===== src/include/fp_seed_consts.svh =====
`ifndef FP_SEED_CONSTS_SVH
`define FP_SEED_CONSTS_SVH

// Register word layout.
`define FP_WORD_W 68

// Seed table geometry.
`define SEED_DEPTH 320
`define SEED_HI_BASE 256

// Biased exponent keys where the windows open.
`define LO_WIN_BASE 2040
`define HI_WIN_BASE 2044

`endif


===== src/fp_fmt_pkg.sv =====
`default_nettype none

package fp_fmt_pkg;

  // Tag in 67:66, exponent in 65:53, mantissa in 52:0.
  typedef struct packed {
    logic [1:0]  tag;
    logic [12:0] exp;
    logic [52:0] mant;
  } fp_word_t;

  // Table address, wide enough for 320 entries.
  typedef logic [8:0] seed_addr_t;

  // Upper 12 exponent bits, word bits 65:54.
  typedef logic [11:0] exp_key_t;

endpackage

`default_nettype wire


===== src/seed_op_pkg.sv =====
`default_nettype none

package seed_op_pkg;

  typedef enum logic [2:0] {
    OP_SEED_LO  = 3'd0,
    OP_SEED_ODD = 3'd1,
    OP_SEED_HI  = 3'd2,
    OP_TRUNC_LO = 3'd5,
    OP_TRUNC_HI = 3'd6
  } seed_op_e;

  typedef enum logic [1:0] {
    ST_CLEAR,
    ST_IDLE,
    ST_READ,
    ST_DONE
  } ctrl_state_e;

endpackage

`default_nettype wire


===== src/seed_if.sv =====
`timescale 1ns/1ns
`default_nettype none

interface seed_if;
  import fp_fmt_pkg::*;
  import seed_op_pkg::*;

  seed_op_e op;      // Operation in flight.
  fp_word_t operand;
  logic     launch;  // Address phase.
  logic     finish;  // Result phase.

  modport ctrl (
    output op, operand, launch, finish
  );

  modport index (
    input op, operand, launch
  );

  modport result (
    input op, operand, finish
  );

endinterface

`default_nettype wire


===== src/seed_index_gen.sv =====
`timescale 1ns/1ns
`default_nettype none
`include "fp_seed_consts.svh"

module seed_index_gen (
  seed_if.index                   sif,
  output fp_fmt_pkg::seed_addr_t  rd_addr
);
  import fp_fmt_pkg::*;
  import seed_op_pkg::*;

  exp_key_t   key;
  exp_key_t   base;
  exp_key_t   k;
  logic [5:0] idx;

  assign key  = sif.operand.exp[12:1];
  assign base = (sif.op == OP_SEED_HI) ? exp_key_t'(`HI_WIN_BASE) : exp_key_t'(`LO_WIN_BASE);
  assign k    = key - base;  // Below the base wraps to a large value.

  always_comb begin
    idx = 6'd0;
    if (k >= 12'd1 && k <= 12'd6) begin
      // Leading one, then k-1 mantissa bits right-aligned.
      idx = {1'b1, 5'(sif.operand.mant[52:48] >> (3'd6 - k[2:0]))};
    end
  end

  always_comb begin
    rd_addr = '0;
    if (sif.launch) begin
      case (sif.op)
        OP_SEED_LO:  rd_addr = {1'b0, idx, 2'b00};
        OP_SEED_ODD: rd_addr = {1'b0, idx, 2'b01};  // Fixed odd slot.
        OP_SEED_HI:  rd_addr = seed_addr_t'(`SEED_HI_BASE) + seed_addr_t'(idx);
        default:     rd_addr = '0;
      endcase
    end
  end

endmodule

`default_nettype wire


===== src/flat_wrapper.sv =====
// flat-port wrapper written by rule: the top's interface ports become plain ports
module seed_index_gen_flat import fp_fmt_pkg::*; import seed_op_pkg::*;
  (rd_addr, sif_op, sif_operand, sif_launch);
  seed_if sif_i ();
  output fp_fmt_pkg::seed_addr_t rd_addr;
  input wire logic [$bits(sif_i.op)-1:0] sif_op;
  input wire logic [$bits(sif_i.operand)-1:0] sif_operand;
  input wire logic [$bits(sif_i.launch)-1:0] sif_launch;
  assign sif_i.op = sif_op;
  assign sif_i.operand = sif_operand;
  assign sif_i.launch = sif_launch;
  seed_index_gen u_core (.sif(sif_i), .rd_addr(rd_addr));
endmodule

===== config.mk =====
export PLATFORM = sky130hd
export DESIGN_NAME = seed_index_gen_flat
export DESIGN_NICKNAME = d
export VERILOG_FILES = /design/src/fp_fmt_pkg.sv /design/src/seed_op_pkg.sv /design/src/seed_if.sv /design/src/seed_index_gen.sv /design/src/flat_wrapper.sv
export VERILOG_INCLUDE_DIRS = /design/src /design/src/include
export SDC_FILE = /design/constraint.sdc
export NUM_CORES = 1
export LEC_CHECK = 0
export BUFFER_PORTS_ARGS = -buffer_cell sky130_fd_sc_hd__buf_4
export CORE_MARGIN = 3
export CORE_UTILIZATION = 26
export DETAILED_ROUTE_END_ITERATION = 12
export GPL_TIMING_DRIVEN = 0
export PLACE_DENSITY_LB_ADDON = 0.05
export RECOVER_POWER = 50
export SYNTH_ARGS = -nofsm -noshare
export SYNTH_HDL_FRONTEND = slang
export SYNTH_SLANG_ARGS = --single-unit

===== constraint.sdc =====
create_clock -name vclk -period 1.7
set_clock_uncertainty 0.05 [all_clocks]
set_input_delay 0 -clock vclk [all_inputs]
set_output_delay 0 -clock vclk [all_outputs]
set_load 0.01 [all_outputs]

==> flow_metrics.tcl <==
set metrics [dict create \
    status "finished clean" \
    antenna_cells 0 \
    die_x_um 48.0 \
    die_height_um 48.0 \
    gp_congestion 0.696 \
    route.detailed.drc 0 \
    grt_overflow 0 \
    power_frac_comb_pct 100.0 \
    synth_largest_area_cell "ha_1" \
    vias 590 \
    seq_cell_count 0 \
    syn_nets 142 \
    finalNetCount 178 \
    wl_met1_um 548 \
    routed-wl-met2_um 684 \
    ys_types 31 \
    drt.antenna.violating_nets 0 \
    avgRoutedWirePerCell_um 12.0 \
    synthCells 64 \
    hold_viol 0 \
    first_iter_violations 9 \
    port_buffers 30 \
    grt_pass1_wl_um 2030 \
    dp.cells 110 \
    start_util_pct 29.0 \
    grt_pass1_vias 504 \
    clock_buffers 0 \
    max-cap-violations 0 \
    core_area_um2 1580 \
    viasPerCell 5.18 \
    max-vdd-ir-drop_uv 112 \
    io_pins 81 \
    synth.area.top_cells "ha_1 (16%), nand3_1 (6.6%), inv_1 (6.6%)" \
    cp-end-kind "output port" \
    dp_hpwl_um 1110 \
    multi_input_area_um2 524 \
    p_int_uw 109 \
    dr_wl_met3_um 132 \
    instances_no_fill 114 \
    slew_headroom_pct 78.2 \
    areaGrowthSynthToFinish_pct 89.3 \
    leakage_uw 0.000390 \
    fmax_mhz 608 \
    arrival_ns 1.59 \
    dr.max_layer_used "met3" \
    ys_warn_count 0 \
    avgSynthCellArea_um2 7.16 \
    min_period_ns 1.64 \
    fillers 158 \
    rsz0062_at_grt "true" \
    drive_above_1_share_pct 58.2 \
    worst_slew_pin_slew_ns 0.324 \
    routed_wl_um 1370 \
    dieArea_um2 2300 \
    hold_slack_ns 0.290 \
    sw_frac_of_total_pct 44.5 \
    syn-cell-area_um2 458 \
    cp_max_fo 5 \
    required_ns 1.65 \
    synth_top_area_share_pct 16.4 \
    startpoint_type "primary input" \
    regArea_um2 0 \
    firstDrtPassIters 4 \
    tns_ns 0 \
    p_sw_uw 87.7 \
    hp-class "primary input to output port" \
    power.density_nw_per_um2 227 \
    slew_viol_final 0 \
    finalSetupViolCount 0 \
    clkPwrFrac_pct 0 \
    fin_crit_sh_pct 96.7 \
    synth-seq-area-share_pct 0 \
    grt_max_degree 10 \
    rows 14 \
    synth.top_cells.by_count "inv_1 (8), nor2_1 (7), ha_1 (6), nand3_1 (6), nor3_1 (5)" \
    grt_usage_pct 11.6 \
    power_uw 197 \
    grt_antenna_before_repair 0 \
    synth.most_common_cell "inv_1" \
    holdBufCountCts 0 \
    crit_type "primary input to output port" \
    p_seq_share_pct 0 \
]
worst max-delay path, cell delays in order:
cell and delay [ns]:
buf_4 0.12, inv_2 0.05, ha_4 0.25, buf_6 0.10, mux4_2 0.48, mux2_4 0.28, nand3_1 0.08, a21oi_1 0.07
buf_4 0.16
per-layer routing:
layer | up-vias | global-route usage [%]
li1 | 307 | -
met1 | 256 | 14.9
met2 | 27 | 22.4
met3 | 0 | 0.376
met4 | 0 | 0
met5 | - | 0
layout by cell type, fill, tap and decap left out, types with 2 or more instances in the layout:
master   Yosys  layout
nand3_1      6       6
nor3_1       5       2
buf_8        0       2
inv_1        8       4
inv_2        0       4
nand2_1      3       3
buf_4        0      32
nor3_2       0       2
nor2_1       7       7
o21ai_0      2       2
nor4_2       1       3
mux2i_1      2       2
buf_6        1       2
ha_4         0       3
ha_1         6       3
through the flow:
step	util, %	worst slack (ns)	instance area (um^2)
floorplan	-	0.0271	482
global placement	46.1	-0.326	727
detailed placement	46.1	-0.337	727
CTS	52.4	-0.0625	826
global route	55.0	-0.0377	867
finish	55.0	0.0557	867
cell type report:
type | instances | area share (%)
inverter | 8 | 3.46
tap | 16 | 2.31
timing repair buffer | 35 | 32.5
buffer | 1 | 1.30
multi-input combinational | 54 | 60.5
power groups by stage:
| stage | Sequential [uW] | Clock, uW | Combinational (uW) |
|---|---|---|---|
| 3_5_place_dp | 0 | 0 | 153 |
| 3_3_place_gp | 0 | 0 | 153 |
| 2_1_floorplan | 0 | 0 | 89.5 |
| 4_1_cts | 0 | 0 | 182 |
| 5_1_grt | 0 | 0 | 217 |
| 6_report | 0 | 0 | 197 |
worst paths after layout:
kind,startpoint,endpoint,slack [ns],depth (start not counted)
max,sif_operand[55],rd_addr[2],0.06,9
min,sif_launch,rd_addr[8],0.29,4
logic make-up (layout without fill, tap and decap cells):
| logic type | Yosys count | in the layout | synth area share (%) |
|---|---|---|---|
| compound gates | 10 | 10 | 17.8 |
| xor+xnor | 2 | 2 | 3.83 |
| fa+ha+maj | 6 | 6 | 16.4 |
| buf+inv | 10 | 44 | 10.1 |
| mux | 5 | 5 | 15.0 |
| simple gates | 31 | 31 | 36.9 |
what timing repair did:
item / CTS / global route
setup endpoints to repair: 8 / 7
resized for setup: 13 / 6
pin swaps: 6 / 4
buffers inserted: 4 / 1
endpoints found under the hold margin: 0 / 0
No activity file was read; power rests on OpenSTA's default activity.
