`src/include/fp_seed_consts.svh`:
```
`ifndef FP_SEED_CONSTS_SVH
`define FP_SEED_CONSTS_SVH

// Register word layout.
`define FP_WORD_W 68

// Seed table geometry.
`define SEED_DEPTH 320
`define SEED_HI_BASE 256

// Biased exponent keys where the windows open.
`define LO_WIN_BASE 2040
`define HI_WIN_BASE 2044

`endif

```
`src/fp_fmt_pkg.sv`:
```
`default_nettype none

package fp_fmt_pkg;

  // Tag in 67:66, exponent in 65:53, mantissa in 52:0.
  typedef struct packed {
    logic [1:0]  tag;
    logic [12:0] exp;
    logic [52:0] mant;
  } fp_word_t;

  // Table address, wide enough for 320 entries.
  typedef logic [8:0] seed_addr_t;

  // Upper 12 exponent bits, word bits 65:54.
  typedef logic [11:0] exp_key_t;

endpackage

`default_nettype wire

```
`src/seed_op_pkg.sv`:
```
`default_nettype none

package seed_op_pkg;

  typedef enum logic [2:0] {
    OP_SEED_LO  = 3'd0,
    OP_SEED_ODD = 3'd1,
    OP_SEED_HI  = 3'd2,
    OP_TRUNC_LO = 3'd5,
    OP_TRUNC_HI = 3'd6
  } seed_op_e;

  typedef enum logic [1:0] {
    ST_CLEAR,
    ST_IDLE,
    ST_READ,
    ST_DONE
  } ctrl_state_e;

endpackage

`default_nettype wire

```
`src/seed_if.sv`:
```
`timescale 1ns/1ns
`default_nettype none

interface seed_if;
  import fp_fmt_pkg::*;
  import seed_op_pkg::*;

  seed_op_e op;      // Operation in flight.
  fp_word_t operand;
  logic     launch;  // Address phase.
  logic     finish;  // Result phase.

  modport ctrl (
    output op, operand, launch, finish
  );

  modport index (
    input op, operand, launch
  );

  modport result (
    input op, operand, finish
  );

endinterface

`default_nettype wire

```
`src/seed_ctrl_fsm.sv`:
```
`timescale 1ns/1ns
`default_nettype none

module seed_ctrl_fsm (
  input  wire                    clk,
  input  wire                    rst_n,
  input  wire                    start,
  input  seed_op_pkg::seed_op_e  op,
  input  fp_fmt_pkg::fp_word_t   operand,
  input  wire                    ready,
  output logic                   busy,
  output logic                   done,
  seed_if.ctrl                   sif
);
  import seed_op_pkg::*;

  ctrl_state_e state;
  logic        accept;

  assign accept = start && ready && !busy;

  assign sif.launch = (state == ST_READ);
  assign sif.finish = (state == ST_DONE);
  assign busy       = sif.launch || sif.finish;

  always_ff @(posedge clk) begin
    if (!rst_n) begin
      state <= ST_CLEAR;
      done  <= 1'b0;
    end else begin
      done <= 1'b0;
      case (state)
        ST_CLEAR: begin
          // A start in the cycle ready rises is not lost.
          if (accept) state <= ST_READ;
          else if (ready) state <= ST_IDLE;
        end
        ST_IDLE:  if (accept) state <= ST_READ;
        ST_READ:  state <= ST_DONE;
        ST_DONE: begin
          state <= ST_IDLE;
          done  <= 1'b1;
        end
        default:  state <= ST_CLEAR;
      endcase
    end
  end

  // Operation payload, held until the next accepted start.
  always_ff @(posedge clk) begin
    if (accept) begin
      sif.op      <= op;
      sif.operand <= operand;
    end
  end

endmodule

`default_nettype wire

```
`src/flat_wrapper.sv`:
```
// flat-port wrapper written by rule: the top's interface ports become plain ports
module seed_ctrl_fsm_flat import seed_op_pkg::*;
  (clk, rst_n, start, op, operand, ready, busy, done, sif_op, sif_operand, sif_launch, sif_finish);
  seed_if sif_i ();
  input  wire clk;
  input  wire rst_n;
  input  wire start;
  input  seed_op_pkg::seed_op_e op;
  input  fp_fmt_pkg::fp_word_t operand;
  input  wire ready;
  output logic busy;
  output logic done;
  output wire logic [$bits(sif_i.op)-1:0] sif_op;
  output wire logic [$bits(sif_i.operand)-1:0] sif_operand;
  output wire logic [$bits(sif_i.launch)-1:0] sif_launch;
  output wire logic [$bits(sif_i.finish)-1:0] sif_finish;
  assign sif_op = sif_i.op;
  assign sif_operand = sif_i.operand;
  assign sif_launch = sif_i.launch;
  assign sif_finish = sif_i.finish;
  seed_ctrl_fsm u_core (.clk(clk), .rst_n(rst_n), .start(start), .op(op), .operand(operand), .ready(ready), .busy(busy), .done(done), .sif(sif_i));
endmodule
```
`config.mk`:
```
export PLATFORM = sky130hd
export DESIGN_NAME = seed_ctrl_fsm_flat
export DESIGN_NICKNAME = d
export VERILOG_FILES = /design/src/include/fp_seed_consts.svh /design/src/fp_fmt_pkg.sv /design/src/seed_op_pkg.sv /design/src/seed_if.sv /design/src/seed_ctrl_fsm.sv /design/src/flat_wrapper.sv
export SDC_FILE = /design/constraint.sdc
export NUM_CORES = 1
export LEC_CHECK = 0
export BUFFER_PORTS_ARGS = -buffer_cell sky130_fd_sc_hd__buf_4
export CORE_MARGIN = 5
export CORE_UTILIZATION = 40
export CTS_BUF_LIST = sky130_fd_sc_hd__clkbuf_8
export DETAILED_ROUTE_END_ITERATION = 6
export HOLD_SLACK_MARGIN = 0.12
export PLACE_DENSITY_LB_ADDON = 0.15
export SLEW_MARGIN = 15
export SYNTH_ARGS = -nofsm -noshare
export SYNTH_HDL_FRONTEND = slang
export SYNTH_SLANG_ARGS = --single-unit
```
`constraint.sdc`:
```
create_clock -name clk -period 2.34 [get_ports clk]
set_input_delay 0.234 -clock clk [delete_from_list [all_inputs] [get_ports clk]]
set_output_delay 0.234 -clock clk [all_outputs]
set_load 0.02 [all_outputs]
```
==> results of run 1 <==
[cell families after synthesis]
| kind of cell | count (synthesis) | share of synthesized area [%] |
|---|---|---|
| AOI/OAI and AO/OA | 5 | 2.04 |
| adders and majority gates | 5 | 2.62 |
| and+or+nand+nor | 9 | 2.83 |
| DFF | 74 | 91.9 |
| buffers and inverters | 4 | 0.629 |
[synthesized netlist by cell type]
cell	instances	area share [%]
nand3_1	1	0.21
o211ai_2	1	0.52
nand2b_4	1	0.58
a21oi_1	2	0.42
edfxtp_1	71	89
and4bb_4	1	0.68
or2_2	1	0.26
and2_4	1	0.37
nor2_1	2	0.31
dfxtp_1	3	2.5
a2111oi_2	1	0.63
ha_1	5	2.6
inv_1	4	0.63
and2_1	1	0.26
a2111o_1	1	0.47
nand2_1	1	0.16
[flip-flops by register name, indices dropped and copies added (netlist names)]
name / cells
u_core.sif.operand: 68
u_core.state: 2
u_core.sif.op: 3
u_core.done: 1
[how the worst max path moves through the flow]
| stage | from | end | slack (ns) | depth (start not counted) |
|---|---|---|---|---|
| 2_1_floorplan | u_core.state[0] | u_core.sif.op[0] | 0.31 | 3 |
| 3_3_place_gp | u_core.state[0] | u_core.sif.operand[56] | 0.60 | 4 |
| 3_5_place_dp | u_core.state[0] | u_core.sif.operand[1] | 0.57 | 4 |
| 4_1_cts | u_core.state[0] | u_core.sif.operand[1] | 0.56 | 4 |
| 5_1_grt | u_core.state[0] | u_core.state[1] | 0.49 | 6 |
| 6_report | u_core.state[0] | u_core.sif.operand[38] | 0.56 | 4 |
[routing by layer]
metal	global-route usage, %	share of wire, %	up-vias
met5	0	0	-
met3	3.03	7.1	12
met1	16.8	35	835
met4	9.62	2.4	0
met2	31.5	55	78
li1	-	-	841
[final cells by class]
cell class | count | share of cell area (%)
flip-flops and latches | 74 | 48.7
clock inverters | 6 | 1.11
clock buffers | 9 | 2.75
well taps | 75 | 2.08
repair buffers | 221 | 41.1
inverters | 4 | 0.333
multi-input cells | 19 | 3.97
[report_power, final]
| group | total [mW] | internal (mW) | leakage, nW | switching, mW |
|---|---|---|---|---|
| logic | 0.816 | 0.397 | 1.12 | 0.419 |
| registers | 1.66 | 1.62 | 0.687 | 0.0428 |
| clock network | 0.878 | 0.470 | 0.0928 | 0.408 |
[worst max-delay path: cells and delay by family (launching register included)]
family	cells	cell delay, ns
buf+inv	2	0.44
simple gates	1	0.35
flops	1	0.39
fa+ha+maj	1	0.23
[stage by stage]
stage	utilization, %	hold WS (ns)	instances	area, um2
finish	77.0	0.157	408	4500
global route	77.0	0.144	408	4500
CTS	77.0	0.136	408	4500
detailed placement	61.8	0.414	322	3620
global placement	61.8	0.412	322	3620
floorplan	-	0.333	97	2390
[cells in the final DEF (no fill, tap or decap), types with 2 or more instances in the layout]
cell / netlist / layout
clkinv_1: 0 / 3
dlygate4sd3_1: 0 / 71
clkbuf_8: 0 / 9
nor2_1: 2 / 2
edfxtp_1: 71 / 71
dfxtp_1: 3 / 3
ha_1: 5 / 5
a21oi_1: 2 / 2
buf_4: 0 / 149
inv_1: 4 / 5
==> qor.txt, run 1 <==
status: completed
r2r startpoint: u_core.state[0]
layout cells sized above 1: 50.2%
WL per Instance: 15.6 um
Buffers on Ports: 149
Hold Path Class: input port to register
Die Height: 87.2 um
CTS tree: yes
pre-CTS WS: 0.574 ns
Setup CP Type: register to register
first-pass GRT wire length: 9090 um
WP data arrival: 1.76 ns
clock latency on the worst-skew pair: 0.33 ns
Worst path slowest cell: dfxtp_1
Setup TNS: 0 ns
core region area: 5850 um2
crit path max fanout: 75
Mapped Cells: 97
Syn Nets: 177
skew final: 0.00831 ns
drt total wl: 6360 um
pin count of the biggest net entering global routing: 76
CTS H-tree depth: 3
mean area per synthesized cell: 24.6 um2
Pleak: 1.90 nW
initial DRC count: 75
vias per cell: 4.33
Reg area: 2190 um2
# diodes: 0
Reg2Reg Depth: 4
Seq/Total Area, Yosys: 91.9%
Hold Crit Start: rst_n
Req. time, crit path: 2.32 ns
reg2reg setup slack: 0.56 ns
GR Util All Layers: 16.7%
Vias: 1766
Netlist cell types: 16
RSZ-0062 raised after global routing: false
# setup viols final: 0
Final Max Slew Viols: 0
PwrDens: 745 nW/um2
Initial Utilization: 40.8%
Root Driver: clkbuf_8
fin worst setup slack: 0.560 ns
flops & latches, synth: 74
Post-CTS Setup Repair Bufs: 0
Post-CTS Hold Fix Bufs: 71
fin crit period: 1.78 ns
Die Area: 7610 um2
fmax: 562 MHz
fin crit share: 76.1%
multi-input combinational cell area: 179 um2
Largest stage delay, worst path: 0.39 ns
total power: 3.36 mW
cts repair resizes: 0
nets: 409
gpl congestion: 0.695
maximum VDD drop: 0.000647 V
Worst-Margin Slew: 0.383 ns
Netlist Area Pre-Place: 2390 um2
Max clock buf depth: 2
# clock sinks: 74
max capacitance violation total: 0
clk slew on worst S/H paths: 0.06 ns
Synthesis Warnings: 0
Die Wd: 87.2 um
post-route ant nets: 0
vias in the first global route: 1845
WHS Endpoint: u_core.done
Layout area overhead: 88.7%
# DRC: 0
grt ovf: 0
max_slew headroom: 74.5%
DP Wirelength: 4150 um
Hold Vio Cnt, Final: 0
worst hold path depth: 2
CP startpoint kind: register
worst path cell trace: inv_1 > ha_1 > and4bb_4 > buf_12
fillers: 365
Site Rows: 28
CP endpoint kind: register
drt first pass iters: 4
io pins: 150
R2R Path End: u_core.sif.operand[38]
initial antenna violation count: 0
CTS Buf Count: 9
No activity file was read; power rests on OpenSTA's default activity.
==> inputs of run 2 (changes only) <==
==> constraint.sdc (replaced) <==
create_clock -name clk -period 1.66 [get_ports clk]
set_input_delay 0.166 -clock clk [delete_from_list [all_inputs] [get_ports clk]]
set_output_delay 0.166 -clock clk [all_outputs]
set_load 0.02 [all_outputs]
==> qor.txt, run 2 (synthesis gave the netlist of run 1 again) <==
Layout area overhead: 92.0%
Die Wd: 87.2 um (unchanged)
maximum VDD drop: 0.000814 V (+26%)
CP top delay family: flip-flops
r2r startpoint: u_core.state[0]
Pleak: 1.91 nW (+0.67%)
worst setup path startpoint: u_core.state[0]
Hold Path Class: input port to register
initial DRC count: 96 (+28%)
vias in the first global route: 2012 (+9.1%)
CTS Buf Count: 9 (unchanged)
commonest non-fill, non-tap cell in the layout: buf_4
Hold Crit Start: ready
post-route ant nets: 0 (unchanged)
nets: 411 (+0.49%)
fin crit period: 1.55 ns
total power: 4.92 mW (+47%)
Hold Vio Cnt, Final: 0 (unchanged)
Root Driver: clkbuf_8
crit path max fanout: 4 (-95%)
# clock sinks: 74 (unchanged)
CP startpoint kind: register
Site Rows: 28 (unchanged)
drt first pass iters: 4 (unchanged)
Worst Path Buf+Inv: 2 (unchanged)
Initial Utilization: 40.8% (unchanged)
status: completed
Req. time, crit path: 1.49 ns (-0.83 ns)
Worst-Margin Slew: 0.242 ns (-0.141 ns)
largest register by flop count: u_core.sif.operand
max reg flops: 68 (unchanged)
vias per cell: 4.46 (+3.0%)
clock latency on the worst-skew pair: 0.34 ns (about the same)
fin crit share: 93.6%
max_slew headroom: 83.8% (+9.3 points)
Setup CP Type: register to primary output
worst path cell trace: inv_4 > ha_4 > or2_2 > buf_4
# diodes: 0 (unchanged)
Max clock buf depth: 2 (unchanged)
clk slew on worst S/H paths: 0.07 ns (about the same)
fin worst setup slack: 0.107 ns (-0.454 ns)
drt total wl: 6910 um (+8.6%)
first-pass GRT wire length: 9980 um (+9.8%)
# setup viols final: 0 (unchanged)
non-filler instance count after layout: 411 (+0.74%)
fmax: 644 MHz
gpl congestion: 0.792 (+14%)
most frequent cells in the layout: buf_4, dlygate4sd3_1, edfxtp_1
WL per Instance: 16.8 um (+7.8%)
Reg2Reg Depth: 6 (+2)
Worst path slowest cell: dfxtp_4
CP endpoint kind: primary output
pre-CTS WS: 0.138 ns (-0.436 ns)
core region area: 5850 um2 (unchanged)
pin count of the biggest net entering global routing: 45 (-41%)
biggest regs: u_core.sif.operand: 68 flops, u_core.sif.op: 3 flops, u_core.state: 2 flops
PwrDens: 1070 nW/um2 (+44%)
DP Cell Count: 323 (+0.31%)
hold slack: 0.276 ns (+0.119 ns)
initial antenna violation count: 0 (unchanged)
grt ovf: 0 (unchanged)
RSZ-0062 raised after global routing: false
Largest stage delay, worst path: 0.39 ns (about the same)
CTS tree: yes
# DRC: 0 (unchanged)
Setup TNS: 0 ns (unchanged)
Die Area: 7610 um2 (unchanged)
Buffers on Ports: 149 (unchanged)
Placed Area: 3670 um2 (+1.4%)
Post-CTS Setup Repair Bufs: 0 (unchanged)
worst hold path depth: 4 (+2)
cts repair resizes: 0 (unchanged)
critical path depth: 4 (unchanged)
final core occ: 78.3% (+1.3 points)
io pins: 150 (unchanged)
WP data arrival: 1.39 ns (-0.37 ns)
max capacitance violation total: 0 (unchanged)
layout cells sized above 1: 52.4% (+2.2 points)
Vias: 1833 (+3.8%)
Final Cell Area: 4580 um2 (+1.8%)
GR Util All Layers: 18.2% (+1.6 points)
Die Height: 87.2 um (unchanged)
CTS H-tree depth: 3 (unchanged)
Final Max Slew Viols: 0 (unchanged)
skew final: 0.00851 ns (+0.000199 ns)
[run 2: timing repair]
item	in CTS	in global routing
hold buffers	72	0
hold endpoints to repair	73	0
setup endpoints to repair	0	0
[run 2: worst paths after layout]
path                                        end  slack, ns
worst max register to register  u_core.state[1]       0.15
worst min-delay path            u_core.state[0]       0.28
worst min register to register  u_core.state[0]       0.63
worst max-delay path                       busy       0.11
[run 2: cell type report]
cell class,count,area (um2)
tap,75,93.8
clock inverter,7,67.6
sequential,74,2200
fill,344,1270
inverter,4,17.5
clock buffer,9,124
multi-input combinational,19,204
timing repair buffer,223,1880
[run 2: per-layer routing]
| layer | GRT usage [%] | vias up | routed length, um |
|---|---|---|---|
| met2 | 33.5 | 98 | 3820 |
| met4 | 13.1 | 0 | 290 |
| li1 | - | 847 | - |
| met1 | 18.1 | 865 | 2290 |
| met3 | 3.41 | 23 | 510 |
| met5 | 0 | - | 0 |
[run 2: tightest hold or removal path, cell delays in order]
cell	delay, ns
buf_4	0.09
nand2b_4	0.13
and2_4	0.14
a2111oi_2	0.05
[run 2: where the power goes]
| group | internal [mW] | switching, mW | leakage, nW |
|---|---|---|---|
| combinational | 0.587 | 0.609 | 1.13 |
| sequential | 2.29 | 0.0837 | 0.688 |
| clock | 0.689 | 0.661 | 0.0931 |
