**src/include/fp_seed_consts.svh**
```systemverilog
`ifndef FP_SEED_CONSTS_SVH
`define FP_SEED_CONSTS_SVH

// Register word layout.
`define FP_WORD_W 68

// Seed table geometry.
`define SEED_DEPTH 320
`define SEED_HI_BASE 256

// Biased exponent keys where the windows open.
`define LO_WIN_BASE 2040
`define HI_WIN_BASE 2044

`endif

```
**src/fp_fmt_pkg.sv**
```systemverilog
`default_nettype none

package fp_fmt_pkg;

  // Tag in 67:66, exponent in 65:53, mantissa in 52:0.
  typedef struct packed {
    logic [1:0]  tag;
    logic [12:0] exp;
    logic [52:0] mant;
  } fp_word_t;

  // Table address, wide enough for 320 entries.
  typedef logic [8:0] seed_addr_t;

  // Upper 12 exponent bits, word bits 65:54.
  typedef logic [11:0] exp_key_t;

endpackage

`default_nettype wire

```
**src/table_clear_counter.sv**
```systemverilog
`timescale 1ns/1ns
`default_nettype none
`include "fp_seed_consts.svh"

module table_clear_counter (
  input  wire                     clk,
  input  wire                     rst_n,
  output logic                    clearing,
  output fp_fmt_pkg::seed_addr_t  clear_addr,
  output logic                    ready
);
  import fp_fmt_pkg::*;

  seed_addr_t cnt;

  assign clear_addr = cnt;

  always_ff @(posedge clk) begin
    if (!rst_n) begin
      cnt      <= '0;
      clearing <= 1'b1;
      ready    <= 1'b0;
    end else if (clearing) begin
      if (cnt == seed_addr_t'(`SEED_DEPTH - 1)) begin
        clearing <= 1'b0;  // Last entry written this cycle.
        ready    <= 1'b1;
      end else begin
        cnt <= cnt + 1'b1;
      end
    end
  end

endmodule

`default_nettype wire

```
**config.mk**
```make
export PLATFORM = sky130hd
export DESIGN_NAME = table_clear_counter
export DESIGN_NICKNAME = d
export VERILOG_FILES = /design/src/fp_fmt_pkg.sv /design/src/table_clear_counter.sv
export VERILOG_INCLUDE_DIRS = /design/src /design/src/include
export SDC_FILE = /design/constraint.sdc
export NUM_CORES = 1
export LEC_CHECK = 0
export ABC_AREA = 1
export BUFFER_PORTS_ARGS = -buffer_cell sky130_fd_sc_hd__buf_4
export CAP_MARGIN = 30
export CORE_AREA = 2 2 39 41
export DETAILED_ROUTE_END_ITERATION = 8
export DIE_AREA = 0 0 41 43
export PLACE_DENSITY = 0.65
export SLEW_MARGIN = 20
export SYNTH_ARGS = -nofsm -noshare
export SYNTH_HDL_FRONTEND = slang
export SYNTH_SLANG_ARGS = --single-unit
```
**constraint.sdc**
```tcl
create_clock -name clk -period 3.1 [get_ports clk]
set_input_delay 0.155 -clock clk [delete_from_list [all_inputs] [get_ports clk]]
set_output_delay 0.155 -clock clk [all_outputs]
set_load 0.01 [all_outputs]
```
==> results of run 1 <==
## worst max-delay path: stages, from the launching register on
cell and delay, ns:
dfxtp_1 0.39, ha_1 0.21, nand3_1 0.11, nor2_2 0.13, nand2_2 0.18, a21oi_1 0.19
nor2_1 0.06
## worst max path at each step
stage / startpoint / to / slack (ns) / cells after the start
finish: clear_addr[0] / clear_addr[4] / 1.74 / 6
global route: clear_addr[0] / clear_addr[1] / 1.62 / 6
CTS: clear_addr[0] / clear_addr[4] / 1.77 / 6
detailed placement: clear_addr[0] / clear_addr[5] / 1.78 / 6
global placement: clear_addr[0] / clear_addr[3] / 1.83 / 6
floorplan: clear_addr[0] / clear_addr[2] / 1.79 / 7
## cells in the final DEF (no fill, tap or decap)
cell / Yosys / routed
clkbuf_1: 0 / 1
nand2_1: 26 / 26
nand2_2: 1 / 1
a21boi_0: 1 / 1
nand3_1: 9 / 9
ha_1: 1 / 1
inv_1: 13 / 13
a21oi_1: 6 / 6
nor2_2: 1 / 1
dfxtp_1: 11 / 11
clkbuf_4: 0 / 3
nor2_1: 16 / 16
nand4_1: 1 / 1
buf_4: 0 / 12
## registers in the layout, indices dropped and copies added (netlist names)
register    cells
ready           1
clearing        1
clear_addr      9
## layout make-up
class | count | share of cell area
repair buffers | 12 | 0.133
multi-input cells | 62 | 0.401
flip-flops and latches | 11 | 0.325
clock buffers | 4 | 0.0388
inverters | 13 | 0.0721
well taps | 16 | 0.0296
## cell families after synthesis
family	after synthesis	share of synthesized area
simple gates	54	0.390
buf+inv	16	0.134
fa+ha+maj	1	0.0220
compound gates	7	0.0661
flops	11	0.388
## per-layer routing
layer  vias up  wire, um  track usage
met2        12       502        0.194
met4         0         9        0.100
li1        298         -            -
met3         2        50       0.0314
met5         -         0            0
met1       235       541        0.192
## metrics by stage
stage | cell area, sq um | cells | hold slack, ns
after floorplan | 568 | 89 | 0.309
after global placement | 651 | 114 | 0.414
after detailed placement | 651 | 114 | 0.417
after CTS | 677 | 118 | 0.136
after global routing | 677 | 118 | 0.146
final | 677 | 118 | 0.141
## where the power goes
| group | switching [mW] | total [mW] | internal (mW) |
|---|---|---|---|
| registers | 0.00399 | 0.148 | 0.145 |
| logic | 0.0107 | 0.0205 | 0.00983 |
| clock network | 0.0460 | 0.0958 | 0.0497 |
==> metrics.yaml, run 1 <==
layout:
  final_nets: 106
  area_delta_synth_final_pct: 19.2
  nFillCells: 145
  multi_input_area_sq_um: 272
  ff_latch_area_sq_um: 220
  fin_util: 0.489
  num_antenna_cells: 0
  drive_gt1_frac: 0.167
min_path:
  hold-path-endpoint: "clearing"
  whs_path_depth: 2
  hp-start: "rst_n"
  min_path_type: "input port to register"
place:
  port-buffer-count: 12
  gp_congestion: 0.767
  hpwlAfterDp_um: 765
  dp_slack_ns: 1.78
critical_path:
  worst-setup-path-type: "register to register"
  r2r_slack_ns: 1.74
  startpoint_type: "register"
  setup.worst_path.end_class: "register"
  worstPathRequired_ns: 3.26
  crit_fanout: 13
  cp.arrival_ns: 1.52
  reg2regPathDepth: 6
  rr_endpoint: "clear_addr[4]"
  rr_startpoint: "clear_addr[0]"
power:
  p_leak_nw: 0.359
  p_total_uw: 265
  ir_drop_mv: 0.237
  p_per_area_nw_per_um2: 391
clock_tree:
  clockRootBuffer: "clkbuf_4"
  hold_buffers: 0
  clk_pin_slew_worst_paths_ns: 0.07
  htree_num_levels: 1
  clock_path_buffers: 2
  cts_buffers: 3
  clk-insertion-delay-late_ns: 0.26
  cts.sinks: 11
  cts_resized: 0
  cts_tree: "yes"
  cts_setup_buffers: 0
drt:
  drt_iter0_markers: 8
  vias_per_cell: 4.64
  antenna_left: 0
  drt_wl_total_mm: 1.10
  wl_per_cell_um: 9.36
  vias: 547
  drc_errors: 0
  first_pass_iters: 4
grt:
  grt_max_degree: 14
  antenna_found_initial: 0
  grt_usage: 0.143
  grt_pass1_vias: 412
  grt-ovfl-total: 0
  grt_pass1_wl_mm: 1.69
die:
  placementRows: 14
  fp.coreArea_sq_um: 1380
  pin_count: 13
  dieWidth_um: 41
  chipHeight_um: 43
  die_area_sq_um: 1760
  initial_utilization: 0.410
yosys:
  synth_ff_type: "dfxtp_1"
  seq_area_frac_synth: 0.388
  synth_edf_count: 0
  netlist_area_sq_um: 568
  synth-seq-cells: 11
  yosysWarningCount: 0
  syn_inst: 89
  async_flop_share: 0
  syn_area_per_cell_sq_um: 6.38
  synth_most_common_cell: "nand2_1"
  synth.area.top_cells: "dfxtp_1 39%, nand2_1 17%, nor2_1 11%"
  yosys-top-cells-count: "26 x nand2_1, 16 x nor2_1, 13 x inv_1"
  yosysTopAreaCell: "dfxtp_1"
  synthDistinctLibCells: 13
  yosysTopAreaCellShare: 0.388
  synth_fp_nets: 92
sta:
  fin_crit_ns: 1.36
  slew_viol_final: 0
  setup_tns_ns: 0
  fin_ws_ns: 1.74
  fmax_mhz: 734
  final-hold-violation-count: 0
  worstMarginPinSlew_ns: 0.379
  grt_setup_unrepaired: "false"
  slew_headroom: 0.747
  period_share: 0.440
  fin_skew_ns: 0.000589
  setup_viol: 0
run:
  maxCapViolations: 0
run_status:
  status: "finished clean"
Note: power is estimated with default switching activity, not from simulation.
==> run 2, diff against run 1 <==
Clock period 3.1 ns to 1.43 ns, I/O delays scaled along.
==> metrics.yaml, run 2 (synthesis results as in run 1) <==
die:
  chipHeight_um: 43  # unchanged
  die_area_sq_um: 1760  # unchanged
  fp.coreArea_sq_um: 1380  # unchanged
  dieWidth_um: 41  # unchanged
  pin_count: 13  # unchanged
  placementRows: 14  # unchanged
  initial_utilization: 0.410  # unchanged
sta:
  period_share: 0.901  # was 0.440
  setup_viol: 0  # unchanged
  slew_viol_final: 0  # unchanged
  fin_skew_ns: 0.00665  # was 0.000589 ns
  worstMarginPinSlew_ns: 0.259  # was 0.379 ns
  slew_headroom: 0.827  # was 0.747
  fin_hold_ws_ns: 0.0477  # was 0.141 ns
  setup_tns_ns: 0  # unchanged
  fin_crit_ns: 1.29  # was 1.36 ns
  grt_setup_unrepaired: "false"  # unchanged
  fmax_mhz: 776  # was 734 MHz
  final-hold-violation-count: 0  # unchanged
critical_path:
  cp_cell_sequence: "ha_1, nand3_1, nor2_2, nand2_4, a21oi_1, nor2_1"  # was ha_1, nand3_1, nor2_2, nand2_2, a21oi_1, nor2_1
  critPathBufInv: 0  # unchanged
  crit_fanout: 13  # unchanged
  setup.worst_path.end_class: "register"  # unchanged
  cp.arrival_ns: 1.45  # was 1.52 ns
  cp_slowest_stage_delay_ns: 0.39  # about the same
  crit_family: "simple AND/OR/NAND/NOR gates"  # unchanged
  worst-setup-path-type: "register to register"  # unchanged
  worstPathRequired_ns: 1.59  # was 3.26 ns
  crit_path_top_delay_cell: "dfxtp_1"  # unchanged
  startpoint_type: "register"  # unchanged
clock_tree:
  cts.sinks: 11  # unchanged
  clk_pin_slew_worst_paths_ns: 0.08  # was 0.07 ns
  cts_tree: "yes"  # unchanged
  clock_path_buffers: 2  # unchanged
  cts_setup_buffers: 0  # unchanged
  cts_buffers: 3  # unchanged
  htree_num_levels: 1  # unchanged
  clk-insertion-delay-late_ns: 0.27  # was 0.26 ns
  clockRootBuffer: "clkbuf_4"  # unchanged
run_status:
  status: "finished clean"  # unchanged
place:
  hpwlAfterDp_um: 826  # was 765 um
  gp_congestion: 0.778  # was 0.767
  port-buffer-count: 12  # unchanged
layout:
  final_common_cell: "nand2_1"  # unchanged
  layout_common_cells: "26 x nand2_1, 15 x nor2_1, 13 x inv_1, 13 x buf_4, 10 x dfxtp_1"  # was 26 x nand2_1, 16 x nor2_1, 13 x inv_1
  num_antenna_cells: 0  # unchanged
  area_delta_synth_final_pct: 22.0  # was 19.2%
  largest_reg_flops: 9  # unchanged
  final_nets: 107  # was 106
  drive_gt1_frac: 0.194  # was 0.167
drt:
  drt_wl_total_mm: 1.16  # was 1.10 mm
  antenna_left: 0  # unchanged
  first_pass_iters: 4  # unchanged
  vias: 554  # was 547
  routed-wl-met2_um: 531  # was 502 um
  drc_errors: 0  # unchanged
  wl_met1_um: 560  # was 541 um
  top_layer_used: "met4"  # unchanged
  wl_met3_um: 39  # was 50 um
  vias_per_cell: 4.66  # was 4.64
  drt_iter0_markers: 7  # was 8
  wl_per_cell_um: 9.71  # was 9.36 um
power:
  p_total_uw: 584  # was 265 uW
  ir_drop_mv: 0.483  # was 0.237 mV
  p_leak_nw: 0.379  # was 0.359 nW
  p_per_area_nw_per_um2: 843  # was 391 nW/um^2
grt:
  grt_pass1_vias: 480  # was 412
  grt-ovfl-total: 0  # unchanged
  grt_max_degree: 14  # unchanged
  grt_usage: 0.158  # was 0.143
  grt_pass1_wl_mm: 1.88  # was 1.69 mm
  antenna_found_initial: 0  # unchanged
min_path:
  min_path_type: "input port to register"  # unchanged
run:
  maxCapViolations: 0  # unchanged
run 2: cell type report:
cell class / count / area, sq um
flip-flops and latches: 11 / 221
multi-input cells: 62 / 279
inverters: 13 / 48.8
repair buffers: 13 / 97.6
clock buffers: 4 / 26.3
well taps: 16 / 20.0
fillers: 153 / 691
run 2: repair_timing:
| item | in CTS | in global routing |
|---|---|---|
| endpoints found under the hold margin | 0 | 0 |
| resized for setup | 0 | 3 |
| hold buffers | 0 | 0 |
| endpoints found under the setup margin | 0 | 7 |
run 2: path summary, 6_finish.rpt:
| check | from | endpoint | slack (ns) | depth (start not counted) |
|---|---|---|---|---|
| worst min-delay path | rst_n | clearing | 0.05 | 2 |
| worst min register to register | ready | ready | 0.46 | 2 |
| worst max-delay path | clear_addr[1] | clear_addr[4] | 0.14 | 6 |
| worst max register to register | clear_addr[1] | clear_addr[4] | 0.14 | 6 |
run 2: per-stage QoR:
stage	area, sq um	std cells	worst slack, ns	utilization
2_1_floorplan	568	89	0.124	-
3_3_place_gp	658	115	0.156	0.476
3_5_place_dp	658	115	0.111	0.476
4_1_cts	684	119	0.0770	0.495
5_1_grt	693	119	0.00255	0.501
6_report	693	119	0.142	0.501
run 2: routing by layer:
metal / vias to the layer above / GRT usage
li1: 301 / -
met4: 0 / 0.100
met3: 4 / 0.0314
met1: 241 / 0.205
met2: 8 / 0.228
met5: - / 0
run 2: power by group:
part           total, mW  switching [mW]  internal [mW]
Clock              0.217           0.109          0.108
Combinational     0.0445          0.0232         0.0213
Sequential         0.323         0.00929          0.314
==> run 3, diff against run 2 <==
Settings changed: MAX_ROUTING_LAYER set to met4, PLACE_DENSITY 0.65 to 0.61, TNS_END_PERCENT set to 20.
==> metrics.yaml, run 3 (synthesis results as in run 1) <==
clock_tree:
  clockRootBuffer: "clkbuf_4"  # unchanged
  cts_buffers: 3  # unchanged
  cts_tree: "yes"  # unchanged
  cts.sinks: 11  # unchanged
  htree_num_levels: 1  # unchanged
  clk-insertion-delay-late_ns: 0.27  # about the same
  clk_pin_slew_worst_paths_ns: 0.07  # was 0.08 ns
  clock_path_buffers: 2  # unchanged
drt:
  vias_per_cell: 4.55  # was 4.66
  wl_per_cell_um: 9.49  # was 9.71 um
  drt_iter0_markers: 10  # was 7
  drc_errors: 0  # unchanged
  drt_wl_total_mm: 1.13  # was 1.16 mm
  first_pass_iters: 2  # was 4
  antenna_left: 0  # unchanged
  vias: 542  # was 554
layout:
  final_common_cell: "nand2_1"  # unchanged
  drive_gt1_frac: 0.184  # was 0.194
  nFillCells: 154  # was 153
  largest_reg_flops: 9  # unchanged
  layout_common_cells: "26 x nand2_1, 15 x nor2_1, 13 x inv_1, 13 x buf_4, 11 x dfxtp_1"  # was 26 x nand2_1, 15 x nor2_1, 13 x inv_1, 13 x buf_4, 10 x dfxtp_1
  stdcell_area_sq_um: 692  # was 693 sq um
  area_delta_synth_final_pct: 21.8  # was 22.0%
  final_nets: 107  # unchanged
  layoutNonFillerInstCount: 119  # unchanged
  num_antenna_cells: 0  # unchanged
place:
  dpl.cell_count: 115  # unchanged
  gp_congestion: 0.733  # was 0.778
  placed_area_sq_um: 658  # unchanged
  hpwlAfterDp_um: 792  # was 826 um
  port-buffer-count: 12  # unchanged
sta:
  setup_tns_ns: 0  # unchanged
  fin_crit_ns: 1.30  # was 1.29 ns
  fin_skew_ns: 0.00141  # was 0.00665 ns
  final-hold-violation-count: 0  # unchanged
  slew_viol_final: 0  # unchanged
  worstMarginPinSlew_ns: 0.246  # was 0.259 ns
  slew_headroom: 0.835  # was 0.827
  period_share: 0.906  # was 0.901
  fmax_mhz: 772  # was 776 MHz
  setup_viol: 0  # unchanged
power:
  p_leak_nw: 0.379  # about the same
  p_per_area_nw_per_um2: 847  # was 843 nW/um^2
  ir_drop_mv: 0.511  # was 0.483 mV
critical_path:
  crit_family: "simple AND/OR/NAND/NOR gates"  # unchanged
  crit_path_top_delay_cell: "dfxtp_1"  # unchanged
  startpoint_type: "register"  # unchanged
  crit_cells: 6  # unchanged
  setup.worst_path.end_class: "register"  # unchanged
  cp.arrival_ns: 1.46  # was 1.45 ns
  cp_slowest_stage_delay_ns: 0.39  # about the same
  cp_cell_sequence: "ha_1, nand3_1, nor2_2, nand2_4, a21oi_1, nor2_1"  # unchanged
  worstPathRequired_ns: 1.60  # was 1.59 ns
  critPathBufInv: 0  # unchanged
  reg2regPathDepth: 6  # unchanged
  worst-setup-path-type: "register to register"  # unchanged
  crit_fanout: 13  # unchanged
die:
  fp.coreArea_sq_um: 1380  # unchanged
  die_area_sq_um: 1760  # unchanged
  dieWidth_um: 41  # unchanged
  placementRows: 14  # unchanged
  pin_count: 13  # unchanged
  chipHeight_um: 43  # unchanged
  initial_utilization: 0.410  # unchanged
min_path:
  whs_path_depth: 2  # unchanged
  min_path_type: "input port to register"  # unchanged
grt:
  antenna_found_initial: 0  # unchanged
  grt_pass1_vias: 408  # was 480
  grt_max_degree: 14  # unchanged
  grt_usage: 0.153  # was 0.158
  grt_pass1_wl_mm: 1.70  # was 1.88 mm
  grt-ovfl-total: 0  # unchanged
run:
  maxCapViolations: 0  # unchanged
run_status:
  status: "finished clean"  # unchanged
## run 3: cell count changes in the layout (fill, tap and decap cells not counted)
| cell | change |
|---|---|
| dfxtp_2 | -1 |
| dfxtp_1 | +1 |
## run 3: repair_timing
| action | 4_1_cts | 5_1_grt |
|---|---|---|
| gates resized for setup | 0 | 2 |
| hold buffers | 0 | 0 |
| setup endpoints to repair | 0 | 3 |
| buffers inserted | 0 | 0 |
## run 3: worst reg2reg max path: cells and delay by family, from the launching register on
family / cells / cell delay, ns
AOI/OAI and AO/OA: 1 / 0.15
adders and majority gates: 1 / 0.20
DFF: 1 / 0.39
and+or+nand+nor: 4 / 0.45
## run 3: routing by layer
layer	wire length [um]	vias to the layer above	track usage
met5	0	-	-
met4	27	0	0.120
met3	40	4	0.0471
met2	501	9	0.188
met1	559	232	0.199
li1	-	297	-
## run 3: final timing paths
check | start | endpoint | slack [ns]
setup / recovery | clear_addr[0] | clear_addr[3] | 0.13
hold / removal | rst_n | clearing | 0.05
setup reg to reg | clear_addr[0] | clear_addr[3] | 0.13
hold reg to reg | ready | ready | 0.46
## run 3: layout make-up
| cell class | instances | area [sq um] | share of cell area |
|---|---|---|---|
| inverter | 13 | 48.8 | 0.0705 |
| sequential | 11 | 220 | 0.318 |
| timing repair buffer | 13 | 97.6 | 0.141 |
| tap | 16 | 20.0 | 0.0289 |
| clock buffer | 4 | 26.3 | 0.0380 |
| multi-input combinational | 62 | 279 | 0.403 |
## run 3: report_power, final
part           leakage (nW)  switching (mW)  internal (mW)
sequential           0.0893         0.00823          0.313
clock                0.0150           0.113          0.108
combinational         0.275          0.0229         0.0212
## run 3: stage by stage
step,hold WS (ns),power [mW],util,setup WS (ns)
floorplan,0.225,0.356,-,0.124
global placement,0.333,0.373,0.476,0.146
detailed placement,0.333,0.373,0.476,0.130
CTS,0.0481,0.591,0.495,0.118
global route,0.0482,0.608,0.500,-0.00176
finish,0.0519,0.586,0.500,0.135
